$ cat config.mk
export PLATFORM = sky130hd
export DESIGN_NAME = br_resolve_top
export DESIGN_NICKNAME = d
export VERILOG_FILES = /design/src/rtl/br_pkg.sv /design/src/rtl/br_operand_stage.sv /design/src/rtl/br_target_stage.sv /design/src/rtl/br_miss_stage.sv /design/src/rtl/br_resolve_top.sv
export SDC_FILE = /design/constraint.sdc
export NUM_CORES = 1
export LEC_CHECK = 0
export ABC_AREA = 1
export BUFFER_PORTS_ARGS = -buffer_cell sky130_fd_sc_hd__buf_4
export CORE_MARGIN = 4
export CORE_UTILIZATION = 55
export DETAILED_ROUTE_END_ITERATION = 6
export MAX_ROUTING_LAYER = met4
export PLACE_DENSITY = 0.82
export SLEW_MARGIN = 20
export SYNTH_ARGS = -nofsm -noshare
export SYNTH_HDL_FRONTEND = slang
export SYNTH_SLANG_ARGS = --single-unit
export TNS_END_PERCENT = 10
$ cat constraint.sdc
create_clock -name clk -period 3.7 [get_ports clk]
set_input_delay 0.185 -clock clk [delete_from_list [all_inputs] [get_ports clk]]
set_output_delay 0.185 -clock clk [all_outputs]
set_load 0.05 [all_outputs]
$ cat src/rtl/br_pkg.sv
/*
 * Branch resolution unit shared definitions
 * Widths, branch class encoding and the records passed between the three stages
 */

package br_pkg;

	// ============================================================
	// Widths and fixed addresses
	// ============================================================

	localparam int ADDR_W = 32;
	localparam int BNO_W = 5;

	typedef logic [ADDR_W-1:0] addr_t;
	typedef logic [ADDR_W-1:0] value_t;
	typedef logic [BNO_W-1:0] bno_t;
	typedef logic [31:0] instr_t;

	// Target used when the class is not recognized, same as the reset vector
	localparam addr_t RSTPC = 32'hFFFC_0000;

	// Size of one instruction, so the fall-through address is pc plus this
	localparam addr_t INSN_BYTES = 32'd4;

	// Instruction word layout used here
	// bits 2:0   base register selector, 0 = zero and 7 = pc
	// bits 20:8  conditional branch displacement in words
	// bits 29:8  branch-and-link displacement in words
	// bit 30     constant is full width
	// bit 31     return-stack index for exception return
	// bits 12:8  exception return adjust count in words

	typedef enum logic [3:0] {
		BRC_NONE  = 4'd0,
		BRC_BCCD  = 4'd1,
		BRC_BCCR  = 4'd2,
		BRC_BCCC  = 4'd3,
		BRC_BL    = 4'd4,
		BRC_BLRLR = 4'd5,
		BRC_BLRLC = 4'd6,
		BRC_RET   = 4'd7,
		BRC_ERET  = 4'd8
	} brclass_t;

	// ============================================================
	// Stage records
	// ============================================================

	// One resolved branch as it leaves the issue logic
	typedef struct packed {
		logic valid;
		brclass_t brclass;
		instr_t ir;
		addr_t pc;
		logic [BNO_W-1:0] bno_t;
		logic [BNO_W-1:0] bno_f;
		logic bt;
		addr_t pred_target;
		logic takb;
		value_t arga;
		value_t argb;
		value_t argi;
	} br_req_t;

	// Base and displacement ready for the adder
	typedef struct packed {
		logic valid;
		logic is_cond;
		addr_t base;
		value_t disp;
		addr_t pc;
		logic [BNO_W-1:0] bno_t;
		logic [BNO_W-1:0] bno_f;
		logic bt;
		addr_t pred_target;
		logic takb;
	} br_opnd_t;

	// Both candidate next addresses
	typedef struct packed {
		logic valid;
		addr_t dstpc;
		addr_t actual_next;
		addr_t pred_next;
		logic taken;
		logic [BNO_W-1:0] bno_t;
		logic [BNO_W-1:0] bno_f;
	} br_tgt_t;

	// Resolution result handed back to the front end
	typedef struct packed {
		logic valid;
		logic miss;
		addr_t misspc;
		addr_t dstpc;
		bno_t stomp_bno;
	} br_res_t;

endpackage

$ cat src/rtl/br_operand_stage.sv
/*
 * Branch resolution stage 1
 * Picks the base value and builds the displacement for every branch class
 */

`timescale 1ns/10ps

module br_operand_stage
	import br_pkg::*;
(
	input logic clk,
	input logic rst,
	input br_req_t req,
	output br_opnd_t opnd
);

	addr_t sel_base;
	br_opnd_t nxt;

	// ============================================================
	// Base register selection
	// ============================================================

	// Selector 0 reads as zero and 7 as the branch pc, anything else is arga
	always_comb
	begin
		case (req.ir[2:0])
			3'd0:
				sel_base = '0;
			3'd7:
				sel_base = req.pc;
			default:
				sel_base = req.arga;
		endcase
	end

	// ============================================================
	// Displacement per class
	// ============================================================

	always_comb
	begin
		nxt = '0;
		nxt.valid = req.valid;
		nxt.pc = req.pc;
		nxt.bno_t = req.bno_t;
		nxt.bno_f = req.bno_f;
		nxt.bt = req.bt;
		nxt.pred_target = req.pred_target;
		nxt.takb = req.takb;
		nxt.is_cond = 1'b0;
		nxt.base = sel_base;
		nxt.disp = '0;

		case (req.brclass)
			BRC_BCCD:
			begin
				// 13-bit word displacement, sign extended and scaled to bytes
				nxt.is_cond = 1'b1;
				nxt.disp = {{17{req.ir[20]}}, req.ir[20:8], 2'b00};
			end
			BRC_BCCR:
			begin
				nxt.is_cond = 1'b1;
				nxt.disp = {req.argb[ADDR_W-1:2], 2'b00};
			end
			BRC_BCCC:
			begin
				// At 32 bits the narrow constant sign extends to itself, so bit 30 is moot
				nxt.is_cond = 1'b1;
				nxt.disp = {req.argi[ADDR_W-1:2], 2'b00};
			end
			BRC_BL:
			begin
				// Link branches are always pc relative with a 22-bit word offset
				nxt.base = req.pc;
				nxt.disp = {{8{req.ir[29]}}, req.ir[29:8], 2'b00};
			end
			BRC_BLRLR:
				nxt.disp = {req.argb[ADDR_W-1:2], 2'b00};
			BRC_BLRLC:
				nxt.disp = {req.argi[ADDR_W-1:2], 2'b00};
			BRC_RET:
				nxt.disp = '0;
			BRC_ERET:
			begin
				// Two-entry return stack arrives on arga and argb
				nxt.base = req.ir[31] ? req.argb : req.arga;
				nxt.disp = {25'd0, req.ir[12:8], 2'b00};
			end
			default:
			begin
				// Unknown class goes to the reset vector
				nxt.base = RSTPC;
				nxt.disp = '0;
			end
		endcase
	end

	// Payload follows the request every cycle, only valid is cleared
	always_ff @(posedge clk)
	begin
		opnd <= nxt;
		if (rst)
			opnd.valid <= 1'b0;
	end

	// The front end never predicts taken for something that is not a branch
	a_no_pred_on_none: assert property (@(posedge clk) disable iff (rst)
		req.valid |-> !(req.brclass == BRC_NONE && req.bt))
		else $error("Predicted taken on a request with no branch class");

endmodule

$ cat src/rtl/br_target_stage.sv
/*
 * Branch resolution stage 2
 * Adds base and displacement and forms the actual and predicted next address
 */

`timescale 1ns/10ps

module br_target_stage
	import br_pkg::*;
(
	input logic clk,
	input logic rst,
	input br_opnd_t opnd,
	output br_tgt_t tgt
);

	addr_t dstpc;
	addr_t fall_pc;
	logic taken;
	br_tgt_t nxt;

	// ============================================================
	// Target and fall-through
	// ============================================================

	// Branch destination, wraps at the address width
	assign dstpc = opnd.base + opnd.disp;

	// The only place the sequential address is formed
	assign fall_pc = opnd.pc + INSN_BYTES;

	// Only conditional branches look at the resolved direction
	// Every other class always leaves the sequential path
	assign taken = opnd.is_cond ? opnd.takb : 1'b1;

	always_comb
	begin
		nxt.valid = opnd.valid;
		nxt.dstpc = dstpc;
		nxt.taken = taken;
		nxt.bno_t = opnd.bno_t;
		nxt.bno_f = opnd.bno_f;

		// Where execution really goes next
		nxt.actual_next = taken ? dstpc : fall_pc;

		// Where the front end went, given its direction guess
		nxt.pred_next = opnd.bt ? opnd.pred_target : fall_pc;
	end

	// ============================================================
	// Stage register
	// ============================================================

	always_ff @(posedge clk)
	begin
		tgt <= nxt;
		if (rst)
			tgt.valid <= 1'b0;
	end

endmodule

$ cat src/rtl/br_miss_stage.sv
/*
 * Branch resolution stage 3
 * Detects a mispredict and reports the redirect address and the tag to squash
 */

`timescale 1ns/10ps

module br_miss_stage
	import br_pkg::*;
(
	input logic clk,
	input logic rst,
	input br_tgt_t tgt,
	output br_res_t res
);

	logic miss;
	bno_t stomp_bno;
	br_res_t nxt;

	// ============================================================
	// Mispredict detection
	// ============================================================

	// Any difference in the next address is a miss, direction or target
	assign miss = tgt.valid && (tgt.actual_next != tgt.pred_next);

	// A taken branch kills the not-taken path and the other way round
	always_comb
	begin
		if (!miss)
			stomp_bno = '0;
		else if (tgt.taken)
			stomp_bno = tgt.bno_f;
		else
			stomp_bno = tgt.bno_t;
	end

	always_comb
	begin
		nxt.valid = tgt.valid;
		nxt.miss = miss;
		// Redirect always points at the correct path, miss or not
		nxt.misspc = tgt.actual_next;
		nxt.dstpc = tgt.dstpc;
		nxt.stomp_bno = stomp_bno;
	end

	// ============================================================
	// Result register
	// ============================================================

	always_ff @(posedge clk)
	begin
		res <= nxt;
		if (rst)
		begin
			res.valid <= 1'b0;
			res.miss <= 1'b0;
		end
	end

	// A miss is only reported alongside a real branch
	a_miss_has_valid: assert property (@(posedge clk) disable iff (rst)
		res.miss |-> res.valid)
		else $error("Miss reported without a valid result");

	// Squash tag is quiet unless a redirect happens
	a_stomp_only_on_miss: assert property (@(posedge clk) disable iff (rst)
		!res.miss |-> (res.stomp_bno == '0))
		else $error("Stomp tag %h set without a miss", res.stomp_bno);

endmodule

$ cat src/rtl/br_resolve_top.sv
/*
 * Branch resolution unit
 * Three registered stages, one branch accepted per cycle with three cycles latency
 */

`timescale 1ns/10ps

module br_resolve_top
	import br_pkg::*;
(
	input logic clk,
	input logic rst,
	input br_req_t req,
	output br_res_t res
);

	br_opnd_t opnd;
	br_tgt_t tgt;

	// ============================================================
	// Pipeline
	// ============================================================

	// Base and displacement
	br_operand_stage u_operand (
		.clk  (clk),
		.rst  (rst),
		.req  (req),
		.opnd (opnd)
	);

	// Target add and next address forming
	br_target_stage u_target (
		.clk  (clk),
		.rst  (rst),
		.opnd (opnd),
		.tgt  (tgt)
	);

	// Compare against the prediction
	br_miss_stage u_miss (
		.clk (clk),
		.rst (rst),
		.tgt (tgt),
		.res (res)
	);

endmodule

=== Word-level counts from Yosys, hierarchy flattened ===
Cells that the tools add are included.
W data, S select, Z words.

* Register bits after elaboration: 321
* Word-level logic and storage cells: 49

* $add $sub $neg: 2
* Equal/unequal tests: 10
* Mux-type cells: 9
* Reduce and logical (&&, ||, !) cells: 6

{| class="wikitable"
|+ Operator list
! kind !! count
|-
| $pmux W32 S5 || 1
|-
| $mux W32 || 3
|-
| $pmux W32 S3 || 1
|-
| $pmux W32 S2 || 1
|-
| $add A32 B3 Y32 const B || 1
|-
| $add A32 B32 Y32 || 1
|-
| $ne A32 B32 Y1 || 1
|-
| $eq A4 B3 Y1 const B || 4
|-
| $eq A4 B2 Y1 const B || 2
|-
| $reduce_or A6 Y1 || 1
|-
| $mux W5 || 1
|-
| $eq A4 B1 Y1 const B || 1
|-
| $eq A4 B4 Y1 const B || 1
|-
| $reduce_or A2 Y1 || 2
|-
| $eq A3 B3 Y1 const B || 1
|-
| $logic_not A3 Y1 || 1
|-
| $reduce_or A3 Y1 || 1
|-
| $mux W1 || 2
|-
| $logic_and A1 B1 Y1 || 1
|}

=== Logic depth before layout (Yosys ltp) ===
Gate-level depths: netlist of the first run.

* Word-level depth: 3
* Gate-level depth with buffers: 14
* Mapped depth without buffers: 14

=== Hierarchy ===
Synthesis of the first run repeated with hierarchy kept, for this count alone.

* Cell total of the unflattened synthesis: 1850
* Area, all modules: 13379.1 µm²

{| class="wikitable"
|+ By module, submodules not included
! module !! instances !! cells each !! area an instance (µm²) !! seq. area each (µm²)
|-
| br_target_stage || 1 || 928 || 6092.1 || 2162.1
|-
| br_operand_stage || 1 || 737 || 5288.8 || 2802.7
|-
| br_miss_stage || 1 || 185 || 1998.2 || 1421.4
|}

=== Worst setup path after synthesis of the first run ===
OpenSTA, ideal clock, no wires.

* Path kind: register to register
* Start: register u_operand.opnd[78] (netlist name)
* End: register u_target.tgt[105] (netlist name)
* Setup time: 115 ps
* Arrival: 1656 ps
* Setup slack: 1929 ps
* Stages on the path, launching flop included: 13
* Period minus slack after synthesis: 1771 ps
* Path through: dfxtp_1 > ha_1 > inv_1 > fa_1 > inv_1 > nand3_1 > nand3_1 > nand3_1 > nand3_1 > nand2_1 > nand2_1 > nand2_1 > and2_1

* Word-level cells in the longest chain between the ends: 1

{| class="wikitable"
|+ RTL lines
! element !! RTL line !! text
|-
| $add A32 B32 Y32 || br_target_stage.sv:27 || <nowiki>assign dstpc = opnd.base + opnd.disp;</nowiki>
|-
| via u_target.dstpc[30] || br_target_stage.sv:17 || <nowiki>addr_t dstpc;</nowiki>
|}

The timed path passes the listed nets, and every way through them passes these cells.
A chain may end at the register's enable or synchronous reset.

==> impl_results.md, run 1 <==
- Final design instance area without fill: 0.0179 mm²
- Reg2reg path depth: 13
- Max Clock Skew: 15.6 ps
- GPL Wtd Cong: 0.993
- WL/cell: 18.7 µm
- HPWL Detailed: 27.2 mm
- Pin count of the biggest net entering global routing: 46
- Setup violators final: 0
- Post-Syn Area per Cell: 8.01 µm²
- Drt initial violations: 1101
- Net Sw Power: 3.08 mW
- Yosys top cell by area: dfxtp_1
- Top layer in use: met4
- Setup CP Type: input pin to flop
- Cells after Synth: 1549
- Placed Cells incl. Taps: 2071
- Seq pwr share: 42.5%
- Post-synth top area share: 51.5%
- CP Launch Type: input pin
- Clk pwr share: 33.3%
- Combinational fraction of design power: 24.2%
- Clock buffer depth: 3
- Final-layout fill cell count: 1279
- Internal: 6.74 mW
- Wire length on met3: 3.64 mm
- Worst Path Arrival: 3390 ps
- Mapped Area: 0.0124 mm²
- Switching share of power: 31.3%
- Vias in the first global route: 13.1k
- Final TNS setup: 0 ps
- DRT antenna net count: 0
- Drt first pass iters: 6
- Met1 WL: 16.8 mm
- Vias per std cell: 5.44
- Static leakage power: 8.78 nW
- Drt drc: 0
- Clock tree sinks: 319
- GRT overflow: 0
- Worst Hold Path Cells: 4
- Post-CTS Setup Inserts: 0
- Power per Cell Area: 549 mW/mm²
- CTS Hold Bufs: 213
- Post-synthesis cell type count: 41
- Worst Path Required: 4190 ps
- Fin nets: 2278
- CTS buffer count: 30
- Slew headroom: 27.2%
- Sequential element share of the synthesized area: 51.5%
- Syn nets: 1791
- Post-synth top cells: nand2_1 (525), dfxtp_1 (319), inv_1 (170), nor2_1 (97), nand3_1 (91)
- Clock latency on the worst-skew pair: 550 ps
- Post-synthesis async set-or-reset flop share: 0%
- Unrepaired setup endpoints after global routing: false
- CTS clk-pin slew, worst paths: 70 ps
- Area of the multi-input gates: 0.00520 mm²
- Hold WC Path Type: input pin to flop
- Seq cells post-synth: 319
- Most common cell in the synthesized netlist: nand2_1
- EDFF count, synth: 0
- Port Buffers: 273
- Gr usage total: 35.0%
- Antenna violations before repair: 1
- I/O pins: 282
- Final period util: 78.4%
- Tmin final: 2900 ps
- Die ar.: 0.0250 mm²
- Fmax: 345 MHz
- Non-filler cells in the finished layout: 2342
- Max-cap violations: 0
- H-tree depth: 1
- Area after DPL: 0.0147 mm²
- Crit path max fanout: 28
- Die span in y: 158 µm
- Post-CTS sizing: 0
- Synth area leaders: dfxtp_1 (51%), nand2_1 (16%), inv_1 (5.1%), nand3_1 (3.7%), ha_1 (3.0%)
- Die width: 158 µm
- Slew Viols, Final: 0
- Outcome: completed
- First-pass GRT wire length: 67.1 mm
- Crit. End Element: flop
- Core area: 0.0220 mm²
- Synth warn: 0
- Fraction of layout cells with a size suffix above 1: 17.7%
- DRT Wirelength: 43.8 mm
- Met2 Wirelength: 21.0 mm
- Synth-to-layout area growth: 44.4%
- Fin. Hold Viols: 0
- Worst VDD drop: 333 µV
- Row cnt: 54
- CTS Root Cell: clkbuf_16
- Worst slew pin tran: 1090 ps
- Register area: 0.00639 mm²
- Starting Density: 56.3%
- R2r setup slk: 1390 ps
- TritonCTS clock tree: done
- Hold WS: 44.0 ps
- Vias after detailed routing: 12.7k
- Main flop type after synthesis: dfxtp_1
power groups by stage:
stage                     combinational, mW  sequential [mW]  clock [mW]
after global placement                 2.06             4.21           0
after CTS                              2.30             4.16        3.26
after detailed placement               2.09             4.23           0
after global routing                   2.52             4.22        3.45
final                                  2.38             4.17        3.27
after floorplan                       0.709             4.80           0
final cells by class:
cell class,count,share of cell area [%]
well taps,280,1.96
diodes,2,0.0279
clock inverters,21,1.45
repair buffers,495,23.7
inverters,172,3.60
flip-flops and latches,319,35.7
clock buffers,35,4.53
multi-input cells,1018,29.0
logic make-up after synthesis:
logic type,after synthesis,synth area share (%)
buf+inv,212,6.62
xor+xnor,64,4.52
fa+ha+maj,31,3.19
simple gates,802,27.7
compound gates,116,6.12
mux,5,0.404
flops,319,51.5
worst paths after layout:
path                                            startpoint                     endpoint
worst max-delay path                              req[206]  u_operand.opnd[120]$_DFF_P_
worst min-delay path                               req[54]  u_operand.opnd[130]$_DFF_P_
worst max register to register  u_operand.opnd[78]$_DFF_P_     u_target.tgt[73]$_DFF_P_
worst min register to register    u_target.tgt[76]$_DFF_P_        u_miss.res[6]$_DFF_P_
critical path, stage by stage:
cell and delay [ps]:
dlygate4sd3_1 530, buf_4 140, inv_1 100, nand3_2 220, nor2_2 310, buf_4 400, a22oi_1 150, dlygate4sd3_1 630
o2111ai_1 100, dlygate4sd3_1 600
layer usage:
metal | vias up | GRT usage (%)
li1 | 5874 | -
met1 | 5823 | 41.1
met2 | 814 | 59.1
met3 | 222 | 4.98
met4 | 0 | 17.2
met5 | - | -
stage by stage:
step           total power, mW  setup WS, ps  utilization, %
6_report                  9.82           800            81.3
3_5_place_dp              6.32          1510            66.7
2_1_floorplan             5.51          1930               -
5_1_grt                   10.2           781            81.3
4_1_cts                   9.72          1120            81.3
3_3_place_gp              6.27          1610            66.7
registers in the layout, indices dropped and copies added, names as in the netlist:
| signal | cells |
|---|---|
| u_target.tgt | 108 |
| u_miss.res | 71 |
| u_operand.opnd | 140 |
cell usage in the layout, fill, tap and decap left out, drive strengths merged, types with 17 or more instances in the layout:
cell,Yosys,final
o2111ai,32,32
nand4,17,17
xor2,42,42
dlygate4sd3,0,213
nand2,529,529
nor2,107,107
a22oi,18,18
buf,20,282
a21oi,28,28
xnor2,22,22
nand3,94,94
inv,172,172
dfxtp,319,319
ha,30,30
clkbuf,20,35
o21ai,33,33
Power figures use the tool's default switching activity.
==> run 2: changes to the inputs <==
Settings changed: CORE_UTILIZATION 55 to 49, PLACE_DENSITY 0.82 to 0.77.
Clock period 3.7 ns to 2.5 ns, I/O delays scaled along.
==> run 2 against run 1 <==
First-iteration DRC count shrank 18%. Cell count rose by 2.4%. Power increased by 47%. Global-route usage decreased by 6.3 points. Clock skew fell by 2.8 ps. Critical endpoint is now u_operand.opnd[114]$_DFF_P_. Largest power group unchanged.
==> impl_results.md, run 2 (synthesis gave the netlist of run 1 again) <==
- Worst slew pin tran: 792 ps
- Fin nets: 2289
- Pin count of the biggest net entering global routing: 45
- Family with the most delay on the worst path: buffers and inverters
- Post-CTS Setup Inserts: 0
- Die ar.: 0.0279 mm²
- CTS clk-pin slew, worst paths: 70 ps
- Largest register FFs: 140
- Slew headroom: 47.1%
- Most flop-heavy register: u_operand.opnd
- First-pass GRT wire length: 63.7 mm
- Worst VDD drop: 792 µV
- Clock tree sinks: 319
- Largest regs: u_operand.opnd (140), u_target.tgt (108), u_miss.res (71)
- Clock latency on the worst-skew pair: 540 ps
- Core area: 0.0246 mm²
- Power per Cell Area: 798 mW/mm²
- CTS Root Cell: clkbuf_16
- Setup violators final: 0
- Vias after detailed routing: 12.2k
- Final period util: 97.1%
- Slew Viols, Final: 0
- Fin. Hold Viols: 0
- Placed Cells incl. Taps: 2117
- Crit. End Element: flop
- Synth-to-layout area growth: 46.0%
- Fmax: 412 MHz
- CP max stage cell: dlygate4sd3_1
- Critical Path, Cell by Cell: dlygate4sd3_1 -> buf_4 -> inv_1 -> nand3_2 -> nor2_2 -> buf_6 -> a22oi_1 -> dlygate4sd3_1 -> o2111ai_1 -> dlygate4sd3_1
- Clock buffer depth: 3
- WL/cell: 16.9 µm
- Gr usage total: 28.8%
- Setup CP Type: input pin to flop
- Worst Path Required: 2990 ps
- Commonest non-fill, non-tap cell in the layout: nand2_1
- Unrepaired setup endpoints after global routing: true
- CTS buffer count: 31
- Drt drc: 0
- Die width: 167 µm
- Antenna violations before repair: 3
- Fraction of layout cells with a size suffix above 1: 17.8%
- Hold WS: 175 ps
- Total power draw: 14.5 mW
- DRT antenna net count: 0
- DRT Wirelength: 40.6 mm
- Tmin final: 2430 ps
- Vias in the first global route: 12.2k
- HPWL Detailed: 28.0 mm
- Crit path max fanout: 18
- Drt first pass iters: 6
- Final design instance area without fill: 0.0181 mm²
- Critical Path Max Stage Delay: 600 ps
- Final TNS setup: 0 ps
- CP Launch Type: input pin
- Drt initial violations: 902
- Non-filler cells in the finished layout: 2398
- Max-cap violations: 0
- Area after DPL: 0.0148 mm²
- GPL Wtd Cong: 0.908
- I/O pins: 282
- H-tree depth: 1
- Most frequent CP cell: dlygate4sd3_1
- Static leakage power: 8.87 nW
- Max Clock Skew: 12.8 ps
- Outcome: completed
- Most frequent cells in the layout: nand2_1 (524), dfxtp_1 (319), buf_4 (282)
- Worst Path Arrival: 2920 ps
- Die span in y: 167 µm
- Port Buffers: 273
- Critical path buffers and inverters: 6
- GRT overflow: 0
- Vias per std cell: 5.07
- Hold WC Path Type: input pin to flop
- TritonCTS clock tree: done
- Starting Density: 50.4%
- Row cnt: 57
[run 2: cell type report]
| cell class | instances | area (µm²) |
|---|---|---|
| Sequential cell | 319 | 6390 |
| Inverter | 172 | 646 |
| Antenna cell | 3 | 7.51 |
| Fill cell | 1708 | 6500 |
| Clock buffer | 36 | 815 |
| Clock inverter | 21 | 262 |
| Tap cell | 324 | 405 |
| Timing Repair Buffer | 505 | 4380 |
| Multi-Input combinational cell | 1018 | 5210 |
[run 2: metal layers]
metal | wire (µm) | vias to the layer above | global-route usage (%)
met3 | 2820 | 116 | 3.54
met2 | 19200 | 575 | 47.9
met4 | 1640 | 0 | 10.1
met5 | 0 | - | -
met1 | 16900 | 5589 | 36.4
li1 | - | 5878 | -
[run 2: stage by stage]
step                util, %  setup WS [ps]
detailed placement     60.0            399
floorplan                 -            729
CTS                    73.4            103
global route           73.6          -39.1
global placement       60.0            453
finish                 73.6           73.6
[run 2: power by group]
group          internal (mW)  switching [mW]
Sequential              5.84           0.335
Clock                   2.87            1.94
Combinational           1.30            2.17
Total                   10.0            4.44
[run 2: worst min-delay path: stages]
cell       delay (ps)
buf_4             110
nor2_4             50
inv_1              70
nor2_2            100
nand2_1            80
o2111ai_1         110
[run 2: timing repair]
item / CTS / global route
gates resized for setup: 0 / 6
endpoints found under the setup margin: 0 / 22
hold buffers: 220 / 0
hold endpoints to repair: 143 / 0
[run 2: worst paths after layout]
| kind | endpoint | from | slack, ps | cells after the start |
|---|---|---|---|---|
| hold / removal | u_operand.opnd[128]$_DFF_P_ | req[205] | 180 | 6 |
| setup reg to reg | u_target.tgt[67]$_DFF_P_ | u_operand.opnd[78]$_DFF_P_ | 300 | 13 |
| setup / recovery | u_operand.opnd[114]$_DFF_P_ | req[206] | 70 | 10 |
| hold reg to reg | u_miss.res[36]$_DFF_P_ | u_target.tgt[106]$_DFF_P_ | 320 | 0 |
